<file path="src/hw/vtp_pkg.sv">
package vtp_pkg;

    // ========================================
    // Address geometry
    // ========================================

    // Client and memory addresses count 128-bit lines, not bytes
    localparam int LINE_ADDR_BITS = 16;
    localparam int PAGE_OFFSET_BITS = 4;
    localparam int VA_PAGE_BITS = LINE_ADDR_BITS - PAGE_OFFSET_BITS;
    localparam int PA_PAGE_BITS = LINE_ADDR_BITS - PAGE_OFFSET_BITS;
    localparam int LINE_DATA_BITS = 128;

    typedef logic [LINE_ADDR_BITS-1:0] t_line_addr;
    typedef logic [PAGE_OFFSET_BITS-1:0] t_page_offset;
    typedef logic [VA_PAGE_BITS-1:0] t_va_page;
    typedef logic [PA_PAGE_BITS-1:0] t_pa_page;
    typedef logic [LINE_DATA_BITS-1:0] t_line_data;

    // ========================================
    // Host page table layout
    // ========================================

    // The low bits of the virtual page select the hash line
    localparam int PT_HASH_BITS = 6;
    // The remaining high bits are stored in each entry as the tag
    localparam int PT_TAG_BITS = VA_PAGE_BITS - PT_HASH_BITS;
    // Line index inside the table, wide enough to reach the overflow lines
    localparam int PT_IDX_BITS = 8;

    typedef logic [PT_TAG_BITS-1:0] t_pt_tag;
    typedef logic [PT_IDX_BITS-1:0] t_pt_idx;

    // One entry is the tag above the physical page, padded to whole bytes
    localparam int PTE_BYTES = (PT_TAG_BITS + PA_PAGE_BITS + 7) / 8;
    // Entry k starts at byte 3k of the line
    localparam int PTES_PER_LINE = 5;
    // The last byte links to the next line of the chain, zero ends it
    localparam int PT_NEXT_BYTE = 15;

endpackage

</file>
<file path="src/hw/mem_port_arbiter.sv">
`timescale 1ns/1ps

module mem_port_arbiter
(
    input  logic                clk,
    input  logic                reset_n,
    input  logic                rd_req,
    input  vtp_pkg::t_line_addr rd_adr,
    output logic                rd_ack,
    output vtp_pkg::t_line_data rd_dat,
    input  logic                pt_req,
    input  vtp_pkg::t_line_addr pt_adr,
    output logic                pt_ack,
    output vtp_pkg::t_line_data pt_dat,
    output logic                mem_cyc,
    output logic                mem_stb,
    output vtp_pkg::t_line_addr mem_adr,
    input  logic                mem_ack,
    input  vtp_pkg::t_line_data mem_dat
);

    // Transfer in progress and which requester owns it
    logic busy_q;
    logic owner_pt_q;
    logic owner_pt;

    // An idle bus is granted at once with the walker winning a tie.
    // while busy the registered owner keeps the port
    assign owner_pt = busy_q ? owner_pt_q : pt_req;

    assign mem_cyc = busy_q || pt_req || rd_req;
    assign mem_stb = mem_cyc;
    assign mem_adr = owner_pt ? pt_adr : rd_adr;

    always_ff @(posedge clk)
    begin
        if (!reset_n)
        begin
            busy_q <= 1'b0;
            owner_pt_q <= 1'b0;
        end
        else if (mem_ack)
        begin
            busy_q <= 1'b0;
        end
        else if (mem_cyc && !busy_q)
        begin
            // Lock the grant until the slave answers
            busy_q <= 1'b1;
            owner_pt_q <= pt_req;
        end
    end

    // Only the owner sees the acknowledge, data is shared
    assign pt_ack = mem_ack && owner_pt;
    assign rd_ack = mem_ack && !owner_pt;
    assign pt_dat = mem_dat;
    assign rd_dat = mem_dat;

    assert property (@(posedge clk) disable iff (!reset_n) mem_ack |-> mem_cyc);

endmodule

</file>
<file path="src/hw/pt_walker.sv">
`timescale 1ns/1ps

module pt_walker
(
    input  logic                clk,
    input  logic                reset_n,
    input  logic                walk_req,
    input  vtp_pkg::t_va_page   walk_page,
    output logic                walk_done,
    output logic                walk_fail,
    input  vtp_pkg::t_line_addr pt_base,
    input  logic                pt_base_valid,
    output logic                pt_req,
    output vtp_pkg::t_line_addr pt_adr,
    input  logic                pt_ack,
    input  vtp_pkg::t_line_data pt_dat,
    output logic                insert_en,
    output vtp_pkg::t_va_page   insert_page,
    output vtp_pkg::t_pa_page   insert_pa_page
);
    import vtp_pkg::*;

    localparam int PTE_BITS = 8 * PTE_BYTES;
    localparam int NUM_BITS = $clog2(PTES_PER_LINE + 1);

    typedef enum logic [2:0]
    {
        S_IDLE,
        S_READ,
        S_SEARCH,
        S_INSERT,
        S_DONE,
        S_FAIL
    } t_state;

    t_state state;

    // Table base and a flag that it has been written since reset
    t_line_addr base_q;
    logic       base_loaded;

    // Page being resolved and the line currently in flight
    t_va_page   page_q;
    t_pt_idx    line_idx;
    t_pt_idx    next_idx;
    // Line under search, shifted down one entry per cycle
    t_line_data line_q;
    logic [NUM_BITS-1:0] pte_num;
    t_pa_page   pa_q;

    t_pt_tag  want_tag;
    t_pt_tag  cur_tag;
    t_pa_page cur_pa;

    assign want_tag = page_q[VA_PAGE_BITS-1 -: PT_TAG_BITS];
    // The entry at the bottom of the shifted line
    assign cur_pa = line_q[PA_PAGE_BITS-1:0];
    assign cur_tag = line_q[PA_PAGE_BITS +: PT_TAG_BITS];

    always_ff @(posedge clk)
    begin
        if (pt_base_valid)
        begin
            base_q <= pt_base;
        end
    end

    // ========================================
    // Walk FSM
    // ========================================

    always_ff @(posedge clk)
    begin
        if (!reset_n)
        begin
            state <= S_IDLE;
            base_loaded <= 1'b0;
        end
        else
        begin
            if (pt_base_valid)
            begin
                base_loaded <= 1'b1;
            end

            case (state)
                S_IDLE:
                begin
                    // The hash line sits at the start of the table
                    if (walk_req && base_loaded)
                    begin
                        page_q <= walk_page;
                        line_idx <= t_pt_idx'(walk_page[PT_HASH_BITS-1:0]);
                        state <= S_READ;
                    end
                end
                S_READ:
                begin
                    if (pt_ack)
                    begin
                        line_q <= pt_dat;
                        next_idx <= pt_dat[8*PT_NEXT_BYTE +: PT_IDX_BITS];
                        pte_num <= '0;
                        state <= S_SEARCH;
                    end
                end
                S_SEARCH:
                begin
                    if (pte_num == NUM_BITS'(PTES_PER_LINE))
                    begin
                        // Line exhausted, so follow the overflow chain
                        if (next_idx == '0)
                        begin
                            state <= S_FAIL;
                        end
                        else
                        begin
                            line_idx <= next_idx;
                            state <= S_READ;
                        end
                    end
                    else if (cur_tag == '0)
                    begin
                        // An empty entry ends the list
                        state <= S_FAIL;
                    end
                    else if (cur_tag == want_tag)
                    begin
                        pa_q <= cur_pa;
                        state <= S_INSERT;
                    end
                    else
                    begin
                        line_q <= line_q >> PTE_BITS;
                        pte_num <= NUM_BITS'(pte_num + 1'b1);
                    end
                end
                // Insert lands one cycle ahead of done so the retry hits
                S_INSERT:
                begin
                    state <= S_DONE;
                end
                default:
                begin
                    state <= S_IDLE;
                end
            endcase
        end
    end

    assign pt_req = (state == S_READ);
    assign pt_adr = base_q + t_line_addr'(line_idx);
    assign insert_en = (state == S_INSERT);
    assign insert_page = page_q;
    assign insert_pa_page = pa_q;
    assign walk_done = (state == S_DONE);
    assign walk_fail = (state == S_FAIL);

    // The arbiter routes an acknowledge here only for a read this block owns
    assert property (@(posedge clk) disable iff (!reset_n) pt_ack |-> pt_req);

endmodule

</file>
<file path="src/hw/tlb_assoc.sv">
`timescale 1ns/1ps

module tlb_assoc
#(
    parameter int TLB_SETS = 16,
    parameter int TLB_WAYS = 4
)
(
    input  logic              clk,
    input  logic              reset_n,
    input  logic              lookup_en,
    input  vtp_pkg::t_va_page lookup_page,
    output logic              lookup_rdy,
    output logic              lookup_hit,
    output vtp_pkg::t_pa_page lookup_pa_page,
    input  logic              insert_en,
    input  vtp_pkg::t_va_page insert_page,
    input  vtp_pkg::t_pa_page insert_pa_page
);
    import vtp_pkg::*;

    localparam int SET_BITS = $clog2(TLB_SETS);
    localparam int WAY_BITS = (TLB_WAYS > 1) ? $clog2(TLB_WAYS) : 1;
    // The set index is taken off the bottom of the page, the rest is the tag
    localparam int TAG_BITS = VA_PAGE_BITS - SET_BITS;

    typedef logic [SET_BITS-1:0] t_set;
    typedef logic [TAG_BITS-1:0] t_tag;
    typedef logic [WAY_BITS-1:0] t_way;

    // Every way has its own storage so one way is written without touching the others
    logic     valid_q [TLB_WAYS][TLB_SETS];
    t_tag     tag_q [TLB_WAYS][TLB_SETS];
    t_pa_page pa_q [TLB_WAYS][TLB_SETS];
    // Round-robin victim pointer of each set
    t_way     victim_q [TLB_SETS];

    // The top bit of the sweep counter marks the end of initialization
    logic [SET_BITS:0] init_idx;
    logic              initialized;

    t_set ins_set;
    t_tag ins_tag;
    t_way ins_way;

    t_va_page            look_q;
    logic                did_lookup;
    t_set                look_set;
    t_tag                look_tag;
    logic [TLB_WAYS-1:0] way_hit;

    assign initialized = init_idx[SET_BITS];
    assign lookup_rdy = initialized;

    assign {ins_tag, ins_set} = insert_page;
    assign ins_way = victim_q[ins_set];
    assign {look_tag, look_set} = look_q;

    always_ff @(posedge clk)
    begin
        if (!reset_n)
        begin
            init_idx <= '0;
            did_lookup <= 1'b0;
        end
        else
        begin
            if (!initialized)
            begin
                init_idx <= init_idx + 1'b1;
            end
            // The compare happens in the cycle after the request
            did_lookup <= lookup_en;
        end
    end

    always_ff @(posedge clk)
    begin
        if (lookup_en)
        begin
            look_q <= lookup_page;
        end
    end

    // ========================================
    // Storage update
    // ========================================

    always_ff @(posedge clk)
    begin
        if (!initialized)
        begin
            // Sweep clears one set per cycle, all ways at once
            for (int w = 0; w < TLB_WAYS; w++)
            begin
                valid_q[w][t_set'(init_idx)] <= 1'b0;
            end
            victim_q[t_set'(init_idx)] <= '0;
        end
        else if (insert_en)
        begin
            valid_q[ins_way][ins_set] <= 1'b1;
            tag_q[ins_way][ins_set] <= ins_tag;
            pa_q[ins_way][ins_set] <= insert_pa_page;
            // Next insert into this set evicts the following way
            if (ins_way == t_way'(TLB_WAYS - 1))
            begin
                victim_q[ins_set] <= '0;
            end
            else
            begin
                victim_q[ins_set] <= t_way'(ins_way + 1'b1);
            end
        end
    end

    // Compare every way of the registered set against the tag
    always_comb
    begin
        lookup_pa_page = '0;
        for (int w = 0; w < TLB_WAYS; w++)
        begin
            way_hit[w] = valid_q[w][look_set] && (tag_q[w][look_set] == look_tag);
            if (way_hit[w])
            begin
                lookup_pa_page = pa_q[w][look_set];
            end
        end
    end

    assign lookup_hit = did_lookup && (|way_hit);

    // The controller must wait for the sweep before it looks anything up
    assert property (@(posedge clk) disable iff (!reset_n) lookup_en |-> lookup_rdy);

    // Walks only start on a miss, so a page never lands in two ways
    assert property (@(posedge clk) disable iff (!reset_n) did_lookup |-> $onehot0(way_hit));

endmodule

</file>
<file path="src/hw/vtp_request_ctrl.sv">
`timescale 1ns/1ps

module vtp_request_ctrl
(
    input  logic                clk,
    input  logic                reset_n,
    input  logic                cli_cyc,
    input  logic                cli_stb,
    input  vtp_pkg::t_line_addr cli_adr,
    input  logic                cli_adr_is_virtual,
    output logic                cli_ack,
    output logic                cli_err,
    output vtp_pkg::t_line_data cli_dat,
    input  logic                lookup_rdy,
    output logic                lookup_en,
    output vtp_pkg::t_va_page   lookup_page,
    input  logic                lookup_hit,
    input  vtp_pkg::t_pa_page   lookup_pa_page,
    output logic                walk_req,
    output vtp_pkg::t_va_page   walk_page,
    input  logic                walk_done,
    input  logic                walk_fail,
    output logic                rd_req,
    output vtp_pkg::t_line_addr rd_adr,
    input  logic                rd_ack,
    input  vtp_pkg::t_line_data rd_dat
);
    import vtp_pkg::*;

    typedef enum logic [2:0]
    {
        S_IDLE,
        S_LOOKUP,
        S_CHECK,
        S_WALK,
        S_READ,
        S_ACK,
        S_ERR
    } t_state;

    t_state state;

    t_line_addr   adr_q;
    t_line_addr   rd_adr_q;
    t_line_data   dat_q;
    t_page_offset offset;

    // The offset inside the page is the same for both address spaces
    assign offset = adr_q[PAGE_OFFSET_BITS-1:0];

    always_ff @(posedge clk)
    begin
        if (!reset_n)
        begin
            state <= S_IDLE;
        end
        else
        begin
            case (state)
                S_IDLE:
                begin
                    // Physical lines skip the TLB
                    if (cli_cyc && cli_stb)
                    begin
                        adr_q <= cli_adr;
                        rd_adr_q <= cli_adr;
                        state <= cli_adr_is_virtual ? S_LOOKUP : S_READ;
                    end
                end
                // Hold here while the TLB is still sweeping
                S_LOOKUP:
                begin
                    if (lookup_rdy)
                    begin
                        state <= S_CHECK;
                    end
                end
                S_CHECK:
                begin
                    if (lookup_hit)
                    begin
                        rd_adr_q <= {lookup_pa_page, offset};
                        state <= S_READ;
                    end
                    else
                    begin
                        state <= S_WALK;
                    end
                end
                S_WALK:
                begin
                    // The translation is in the TLB by now, so look it up again
                    if (walk_done)
                    begin
                        state <= S_LOOKUP;
                    end
                    else if (walk_fail)
                    begin
                        state <= S_ERR;
                    end
                end
                S_READ:
                begin
                    if (rd_ack)
                    begin
                        dat_q <= rd_dat;
                        state <= S_ACK;
                    end
                end
                default:
                begin
                    state <= S_IDLE;
                end
            endcase
        end
    end

    assign lookup_en = (state == S_LOOKUP) && lookup_rdy;
    assign lookup_page = adr_q[LINE_ADDR_BITS-1:PAGE_OFFSET_BITS];
    assign walk_req = (state == S_WALK);
    assign walk_page = adr_q[LINE_ADDR_BITS-1:PAGE_OFFSET_BITS];
    assign rd_req = (state == S_READ);
    assign rd_adr = rd_adr_q;
    assign cli_ack = (state == S_ACK);
    assign cli_err = (state == S_ERR);
    assign cli_dat = dat_q;

    // A response ends a request the client is still holding, and only one kind fires
    assert property (@(posedge clk) disable iff (!reset_n)
        (cli_ack || cli_err) |-> (cli_cyc && cli_stb && !(cli_ack && cli_err)));

endmodule

</file>
<file path="src/hw/vtp_translator.sv">
`timescale 1ns/1ps

module vtp_translator
#(
    parameter int TLB_SETS = 16,
    parameter int TLB_WAYS = 4
)
(
    input  logic                clk,
    input  logic                reset_n,
    input  logic                cli_cyc,
    input  logic                cli_stb,
    input  vtp_pkg::t_line_addr cli_adr,
    input  logic                cli_adr_is_virtual,
    output logic                cli_ack,
    output logic                cli_err,
    output vtp_pkg::t_line_data cli_dat,
    output logic                mem_cyc,
    output logic                mem_stb,
    output vtp_pkg::t_line_addr mem_adr,
    input  logic                mem_ack,
    input  vtp_pkg::t_line_data mem_dat,
    input  vtp_pkg::t_line_addr pt_base,
    input  logic                pt_base_valid
);
    import vtp_pkg::*;

    // ========================================
    // Controller to TLB and walker
    // ========================================

    logic     lookup_en;
    logic     lookup_rdy;
    logic     lookup_hit;
    t_va_page lookup_page;
    t_pa_page lookup_pa_page;
    logic     walk_req;
    logic     walk_done;
    logic     walk_fail;
    t_va_page walk_page;

    // Walker fills the TLB
    logic     insert_en;
    t_va_page insert_page;
    t_pa_page insert_pa_page;

    // ========================================
    // Requesters on the memory port
    // ========================================

    logic       rd_req;
    logic       rd_ack;
    t_line_addr rd_adr;
    t_line_data rd_dat;
    logic       pt_req;
    logic       pt_ack;
    t_line_addr pt_adr;
    t_line_data pt_dat;

    vtp_request_ctrl i_vtp_request_ctrl
    (
        .clk, .reset_n,
        .cli_cyc, .cli_stb, .cli_adr, .cli_adr_is_virtual,
        .cli_ack, .cli_err, .cli_dat,
        .lookup_rdy, .lookup_en, .lookup_page, .lookup_hit, .lookup_pa_page,
        .walk_req, .walk_page, .walk_done, .walk_fail,
        .rd_req, .rd_adr, .rd_ack, .rd_dat
    );

    tlb_assoc
    #(
        .TLB_SETS(TLB_SETS),
        .TLB_WAYS(TLB_WAYS)
    )
    i_tlb_assoc
    (
        .clk, .reset_n,
        .lookup_en, .lookup_page, .lookup_rdy, .lookup_hit, .lookup_pa_page,
        .insert_en, .insert_page, .insert_pa_page
    );

    pt_walker i_pt_walker
    (
        .clk, .reset_n,
        .walk_req, .walk_page, .walk_done, .walk_fail,
        .pt_base, .pt_base_valid,
        .pt_req, .pt_adr, .pt_ack, .pt_dat,
        .insert_en, .insert_page, .insert_pa_page
    );

    mem_port_arbiter i_mem_port_arbiter
    (
        .clk, .reset_n,
        .rd_req, .rd_adr, .rd_ack, .rd_dat,
        .pt_req, .pt_adr, .pt_ack, .pt_dat,
        .mem_cyc, .mem_stb, .mem_adr, .mem_ack, .mem_dat
    );

endmodule

</file>
<file path="config.mk">
export PLATFORM = sky130hd
export DESIGN_NAME = vtp_translator
export DESIGN_NICKNAME = d
export VERILOG_FILES = /design/src/hw/vtp_pkg.sv /design/src/hw/mem_port_arbiter.sv /design/src/hw/pt_walker.sv /design/src/hw/tlb_assoc.sv /design/src/hw/vtp_request_ctrl.sv /design/src/hw/vtp_translator.sv
export SDC_FILE = /design/constraint.sdc
export NUM_CORES = 2
export LEC_CHECK = 0
export BUFFER_PORTS_ARGS = -buffer_cell sky130_fd_sc_hd__buf_2
export CAP_MARGIN = 15
export CORE_ASPECT_RATIO = 1.75
export CORE_MARGIN = 4
export CORE_UTILIZATION = 30
export CTS_CLUSTER_SIZE = 12
export DETAILED_ROUTE_END_ITERATION = 7
export SLEW_MARGIN = 20
export SYNTH_ARGS = -nofsm -noshare
export SYNTH_HDL_FRONTEND = slang
export SYNTH_SLANG_ARGS = --single-unit
</file>
<file path="constraint.sdc">
create_clock -name clk -period 8.16 [get_ports clk]
set_clock_uncertainty 0.05 [all_clocks]
set_input_delay 0.408 -clock clk [delete_from_list [all_inputs] [get_ports clk]]
set_output_delay 0.408 -clock clk [all_outputs]
set_load 0.02 [all_outputs]
</file>
Word level (Yosys, flattened, before mapping)
Memory sizes are Yosys's and may differ from the RTL's. A register that Yosys moved wholly into a read port is not among the register bits.
Index checks and enable logic that the tools add are counted.
{"block": "totals", "mem_bits_rw": 1376, "elab_cells": 216, "register_bits": 374, "memories": 4, "inputBits": 167, "output_inout_bits": 148}
{"name": "i_tlb_assoc.pa_q", "words": 4, "width": 192, "read_ports": 4, "rd_ports_with_merged_regs": 0, "wr": 1, "line_no": "tlb_assoc.sv:34", "rtl": "t_pa_page pa_q [TLB_WAYS][TLB_SETS];"}
{"name": "i_tlb_assoc.tag_q", "words": 4, "width": 128, "read_ports": 4, "rd_ports_with_merged_regs": 0, "wr": 1, "line_no": "tlb_assoc.sv:33", "rtl": "t_tag tag_q [TLB_WAYS][TLB_SETS];"}
{"name": "i_tlb_assoc.valid_q", "words": 4, "width": 16, "read_ports": 4, "rd_ports_with_merged_regs": 0, "wr": 4, "line_no": "tlb_assoc.sv:32", "rtl": "logic valid_q [TLB_WAYS][TLB_SETS];"}
{"name": "i_tlb_assoc.victim_q", "words": 16, "width": 2, "read_ports": 1, "rd_ports_with_merged_regs": 1, "wr": 1, "line_no": "tlb_assoc.sv:36", "rtl": "t_way victim_q [TLB_SETS];"}
{"block": "op_classes", "reduce_logical": 39, "eq_ne": 31, "muxes": 106, "magnitude_cmp": 5, "add_sub_neg": 4, "n_bitwise": 8}
{"op": "128-bit 2-to-1 mux", "n": 5}
{"op": "128-bit case mux with 2 select lines", "n": 1}
{"op": "12-bit binary-select mux with 4-bit select", "n": 4}
{"op": "192-bit 2-to-1 mux", "n": 1}
{"op": "12-bit 2-to-1 mux", "n": 13}
{"op": "8-bit binary-select mux with 4-bit select", "n": 4}
{"op": "16-bit 2-to-1 mux", "n": 7}
{"op": "8-bit 2-to-1 mux", "n": 12}
{"op": "3-bit 2-to-1 mux", "n": 17}
{"op": "12-bit demux with 4-bit select", "n": 1}
{"op": "8-bit demux with 4-bit select", "n": 1}
{"op": "8-bit == test", "n": 4}
{"op": "16-bit case mux with 2 select lines", "n": 1}
{"op": "1-bit 2-to-1 mux", "n": 23}
{"op": "3-bit == test (second input constant)", "n": 6}
{"op": "16-bit by 8-bit adder with 16-bit output", "n": 1}
{"op": "1-bit binary-select mux with 4-bit select", "n": 4}
{"op": "8-bit case mux with 2 select lines", "n": 1}
{"op": "16-bit OR reduction", "n": 1}
{"op": "5-bit >= comparator (second input constant)", "n": 3}
{"op": "4-bit inverter with 5-bit output", "n": 3}
{"op": "3-bit case mux with 5 select lines", "n": 1}
{"op": "3-bit AND reduction", "n": 5}
{"op": "1-bit logical AND", "n": 13}
{"op": "32 further kinds", "n": 61}

Longest topological paths before layout
{"block": "depth", "word_depth": 12, "ltp_mapped": 15, "mapped_depth_nobuf": 12}

Cells and area by module
From an unflattened synthesis, not the netlist that was laid out.
{"block": "hier_totals", "cells_unflattened": 3645, "hier_area_um2": 69745.6}
{"module": "tlb_assoc", "instances": 1, "area_each_um2": 55139.1, "seq_area_each_um2": 41800.1, "cells_per_inst": 2528}
{"module": "pt_walker", "instances": 1, "area_each_um2": 6805.3, "seq_area_each_um2": 4794.6, "cells_per_inst": 581}
{"module": "vtp_request_ctrl", "instances": 1, "area_each_um2": 5535.3, "seq_area_each_um2": 4864.7, "cells_per_inst": 251}
{"module": "mem_port_arbiter", "instances": 1, "area_each_um2": 2265.9, "seq_area_each_um2": 40.0, "cells_per_inst": 285}

Worst setup path before layout
OpenSTA, ideal clock, no wires.
{"block": "synth_path", "path_kind": "register to register", "from": "register i_pt_walker.page_q[10] (netlist: i_pt_walker.insert_page[10])", "to": "register i_pt_walker.line_q[0] (enable)", "path_slack_ps": 1513, "stages_incl_launch_ff": 7, "arrival_time_ps": 6024, "required_time_ps": 7538, "setup_time_ps": 572, "synth_period_minus_slack_ps": 6647, "path_buffers": 0, "path_cell_list": "edfxtp_1 -> xnor2_1 -> nand4_1 -> nor3_1 -> nor2_1 -> a31oi_1 -> nor2b_1"}
{"block": "synth_between", "elab_chain_cells": 3}
{"element": "from (decl)", "line_no": "pt_walker.sv:43", "rtl": "t_va_page page_q;"}
{"element": "from (signal assigned)", "line_no": "pt_walker.sv:92", "rtl": "page_q <= walk_page;"}
{"element": "6-bit == test", "line_no": "pt_walker.sv:127", "rtl": "else if (cur_tag == want_tag)"}
{"element": "2-bit != test (no line)"}
{"element": "6-bit AND reduction (no line)"}
{"element": "to (signal assigned)", "line_no": "pt_walker.sv:101", "rtl": "line_q <= pt_dat;"}
{"element": "to (signal assigned)", "line_no": "pt_walker.sv:134", "rtl": "line_q <= line_q >> PTE_BITS;"}
{"element": "to (decl)", "line_no": "pt_walker.sv:47", "rtl": "t_line_data line_q;"}
Every way passes these cells.
A chain may end at the register's enable or synchronous reset.

Worst setup path after layout
{"block": "layout_path", "from": "register i_tlb_assoc.look_q[1]", "to": "register i_vtp_request_ctrl.rd_adr_q[6] (netlist: i_vtp_request_ctrl.rd_adr[6]) (enable)"}
{"block": "layout_between", "elab_chain_cells": 10, "elab_cells_between_ends": 37, "classes_between": "eq/ne (5); mux (24); bitwise (1); reduce/logical (7)"}
{"element": "from (decl)", "line_no": "tlb_assoc.sv:46", "rtl": "t_va_page look_q;"}
{"element": "from (signal assigned)", "line_no": "tlb_assoc.sv:81", "rtl": "look_q <= lookup_page;"}
{"element": "4-bit inverter with 5-bit output (not written as such) (*)", "line_no": "tlb_assoc.sv:123", "rtl": "way_hit[w] = valid_q[w][look_set] && (tag_q[w][look_set] == look_tag);"}
{"element": "8-bit binary-select mux with 4-bit select", "line_no": "tlb_assoc.sv:123"}
{"element": "8-bit 2-to-1 mux (not written as such) (2 in series)", "line_no": "tlb_assoc.sv:123"}
{"element": "8-bit == test", "line_no": "tlb_assoc.sv:123"}
{"element": "1-bit logical AND", "line_no": "tlb_assoc.sv:123"}
{"element": "4-bit OR reduction (*)", "line_no": "tlb_assoc.sv:131", "rtl": "assign lookup_hit = did_lookup && (|way_hit);"}
{"element": "1-bit logical AND (*)", "line_no": "tlb_assoc.sv:131"}
{"element": "2-bit by 1-bit != test with 1-bit output (no line) (*)"}
{"element": "4-bit AND reduction (no line) (*)"}
{"element": "to (signal assigned)", "line_no": "vtp_request_ctrl.sv:66", "rtl": "rd_adr_q <= cli_adr;"}
{"element": "to (signal assigned)", "line_no": "vtp_request_ctrl.sv:82", "rtl": "rd_adr_q <= {lookup_pa_page, offset};"}
{"element": "to (decl)", "line_no": "vtp_request_ctrl.sv:44", "rtl": "t_line_addr rd_adr_q;"}
Every way passes the cells marked *; elsewhere a longest branch is shown, timed or not. The select of a mux whose other input is x is not followed.

==> run metrics <==
pin count of the biggest net entering global routing=110; starting density of the core=30.2%; CTS tree=yes; final setup slack of the worst path=2.97 ns; IO Pins=315; number of flops mapped to enable cells by yosys=1705; Num CTS Buffers=170; number of buffers added for setup after CTS=0; Synth Cell Area=67300 sq um; most frequent cells after synthesis=edfxtp_1 (1705), mux4_2 (383), nand2_1 (371); synth top area cells=edfxtp_1 (76%), mux4_2 (13%), nand2_1 (2.1%); DP HPWL=113000 um; Fillers=20500; gr usage total=15.4%; Final period util=63.6%; final hold viol count=0; Clock Path Buffers=4; Setup Crit Path Kind=reg -> reg; min-delay src=cli_stb; initial antenna violation count=12; Static Leak=0.0256 uW; cell accounting for the most synthesized area=edfxtp_1; Worst setup EP type=flop; startpoint types=flop; vias=34300; arrival time at the worst endpoint=5.61 ns; setup_tns=0 ns; most frequent cell after synthesis=edfxtp_1; max_slew headroom=22.6%; Post-Place Worst Slack=2.94 ns; HP Class=in -> reg; global route overflow=0; pwr dens=215 nW/um^2; vias in the first global route=36500; worst endpoint required time=8.58 ns; Avg WL per Cell=26.5 um; Core Area=223000 sq um; fin nets=4156; area delta synth->final=17.1%; Critical path destination=i_vtp_request_ctrl.rd_adr[6]; GP Congestion=0.864; RSZ-0062 raised after global routing=no; die area=232000 sq um; first-pass GRT wire length=262000 um; post-synthesis sequential area ratio=76.6%; crit path max fanout=51; Clock transition at path regs=0.06 ns; port buffer count=314; share of the synthesized area in the top cell type=76.1%; Die Span Y=635 um; Tmin final=5.19 ns; status=finished clean; Max Cap Viol=0; DIE WIDTH=366 um; Vias/cell=4.97; Post-Syn Instances=3389; Slew Limit Fails=0; CTS H-tree lvls=4; total wire length=183000 um; reg-to-reg startpoint=i_tlb_assoc.look_q[1]; DR iter-0 viols=3139; Cell Rows=229; count of final setup violators=0; R2R cell count=11; critical path launch point=i_tlb_assoc.look_q[1]; worst reg2reg setup slack=2.97 ns; Avg Cell Area, Syn=19.9 sq um; CTS Sinks=1724; Net Count, Synth=3575; Achievable Freq=193 MHz; Pre-antenna DRT Iters=6; Worst Max-Slew Pin Slew=1.15 ns; YS warnings=0; share of cells above drive strength 1=26.0%; Peak VDD IR=0.219 mV; ys async rst share=0%; unique cell type count in the Yosys netlist=64; Clk Tree Root Cell=clkbuf_16; Critical R2R Capture=i_vtp_request_ctrl.rd_adr[6]; Routed Antenna Nets=0; Clock Latency Late Sink=0.79 ns; Residual DRC=0; Top FF cell, synth=edfxtp_1; #FFs+latches synth=1724; hold_ws=0.171 ns
[layout make-up]
type	count	area (sq um)	share of cell area (%)
sequential	1724	51600	65.5
clock inverter	4	30.0	0.0381
antenna	5	12.5	0.0159
tap	2887	3610	4.59
inverter	25	98.8	0.125
clock buffer	199	4490	5.70
multi-input combinational	1471	14900	18.9
timing repair buffer	578	4080	5.17
[sequential cells by signal, indices dropped and copies added (netlist names), named ones only]
register	flops
i_tlb_assoc.tag_q	512
i_vtp_request_ctrl.cli_dat	128
i_mem_port_arbiter.busy_q	1
i_vtp_request_ctrl.adr_q	16
i_pt_walker.insert_page	12
i_tlb_assoc.did_lookup	1
i_pt_walker.insert_pa_page	12
i_pt_walker.state	3
i_vtp_request_ctrl.state	3
i_tlb_assoc.init_idx	5
i_tlb_assoc.look_q	12
i_pt_walker.pte_num	3
i_pt_walker.base_loaded	1
i_pt_walker.line_idx	8
i_mem_port_arbiter.owner_pt_q	1
i_pt_walker.next_idx	8
i_tlb_assoc.pa_q	768
i_tlb_assoc.victim_q	32
i_pt_walker.line_q	98
i_tlb_assoc.valid_q	64
i_pt_walker.base_q	16
i_vtp_request_ctrl.rd_adr	16
[cells in the final DEF (no fill, tap or decap), types with 24 or more instances in the layout]
| cell type | count |
|---|---|
| a21oi_1 | 40 |
| buf_4 | 89 |
| o21ai_0 | 88 |
| buf_2 | 314 |
| nand2_1 | 370 |
| nor2_1 | 139 |
| and2_2 | 25 |
| clkbuf_16 | 175 |
| inv_1 | 24 |
| xnor2_1 | 54 |
| and2_1 | 59 |
| mux2i_1 | 68 |
| edfxtp_1 | 1705 |
| mux4_2 | 383 |
| dlygate4sd3_1 | 164 |
[stage by stage]
stage | cells | total power [uW] | utilization, % | instance area [sq um]
4_1_cts | 6883 | 17000 | 35.3 | 78700
3_5_place_dp | 6516 | 10100 | 32.5 | 72500
3_3_place_gp | 6516 | 10100 | 32.5 | 72500
5_1_grt | 6890 | 17400 | 35.3 | 78800
2_1_floorplan | 3389 | 9960 | - | 67300
6_report | 6893 | 16900 | 35.3 | 78800
[critical path, cell delays in order (launching register included)]
cell and delay, ns:
edfxtp_1 0.44, buf_4 0.69, inv_1 0.65, nor2_1 0.58, a211oi_1 0.18, xor2_1 0.17
o32a_1 0.42, nor3_4 0.68, nand4bb_1 0.37, a31oi_1 0.14, nor2_1 0.12, buf_4 0.28
[layer usage]
layer | share of wire (%) | vias up | global-route usage (%)
met5 | 0.010 | - | 0
met4 | 6.2 | 4 | 8.56
met3 | 6.0 | 349 | 2.55
met2 | 54 | 1373 | 28.9
met1 | 34 | 18000 | 16.5
li1 | - | 14600 | -
[power breakdown]
part / leakage [uW] / switching (uW) / internal, uW
Clock: 0.00221 / 3110 / 3830
Combinational: 0.00777 / 162 / 131
Sequential: 0.0156 / 22.8 / 9650
[how the worst min path moves through the flow]
stage / depth (start not counted) / endpoint / slack (ns)
final: 3 / i_vtp_request_ctrl.adr_q[15] / 0.17
after global routing: 3 / i_vtp_request_ctrl.adr_q[15] / 0.19
after CTS: 3 / i_vtp_request_ctrl.adr_q[8] / 0.13
after detailed placement: 0 / i_pt_walker.insert_pa_page[0] / 0.35
after global placement: 0 / i_pt_walker.insert_pa_page[3] / 0.35
after floorplan: 0 / i_pt_walker.insert_pa_page[0] / 0.35
[cell families (layout without fill, tap and decap cells)]
logic type                 after synthesis  after routing  share of synthesized area, %
and+or+nand+nor                        701            701                          4.61
other                                    0              5                             0
DFF                                   1724           1724                          76.6
muxes                                  480            480                          14.3
buffers and inverters                  194            806                          1.39
adders and majority gates               19             19                         0.364
xor gates and xnor gates                71             71                         0.924
AOI/OAI and AO/OA                      200            200                          1.76
[repair_timing]
item	in CTS	in global routing
resized for setup	0	0
hold buffers	164	0
endpoints found under the hold margin	289	0
No activity file was read; power rests on OpenSTA's default activity.
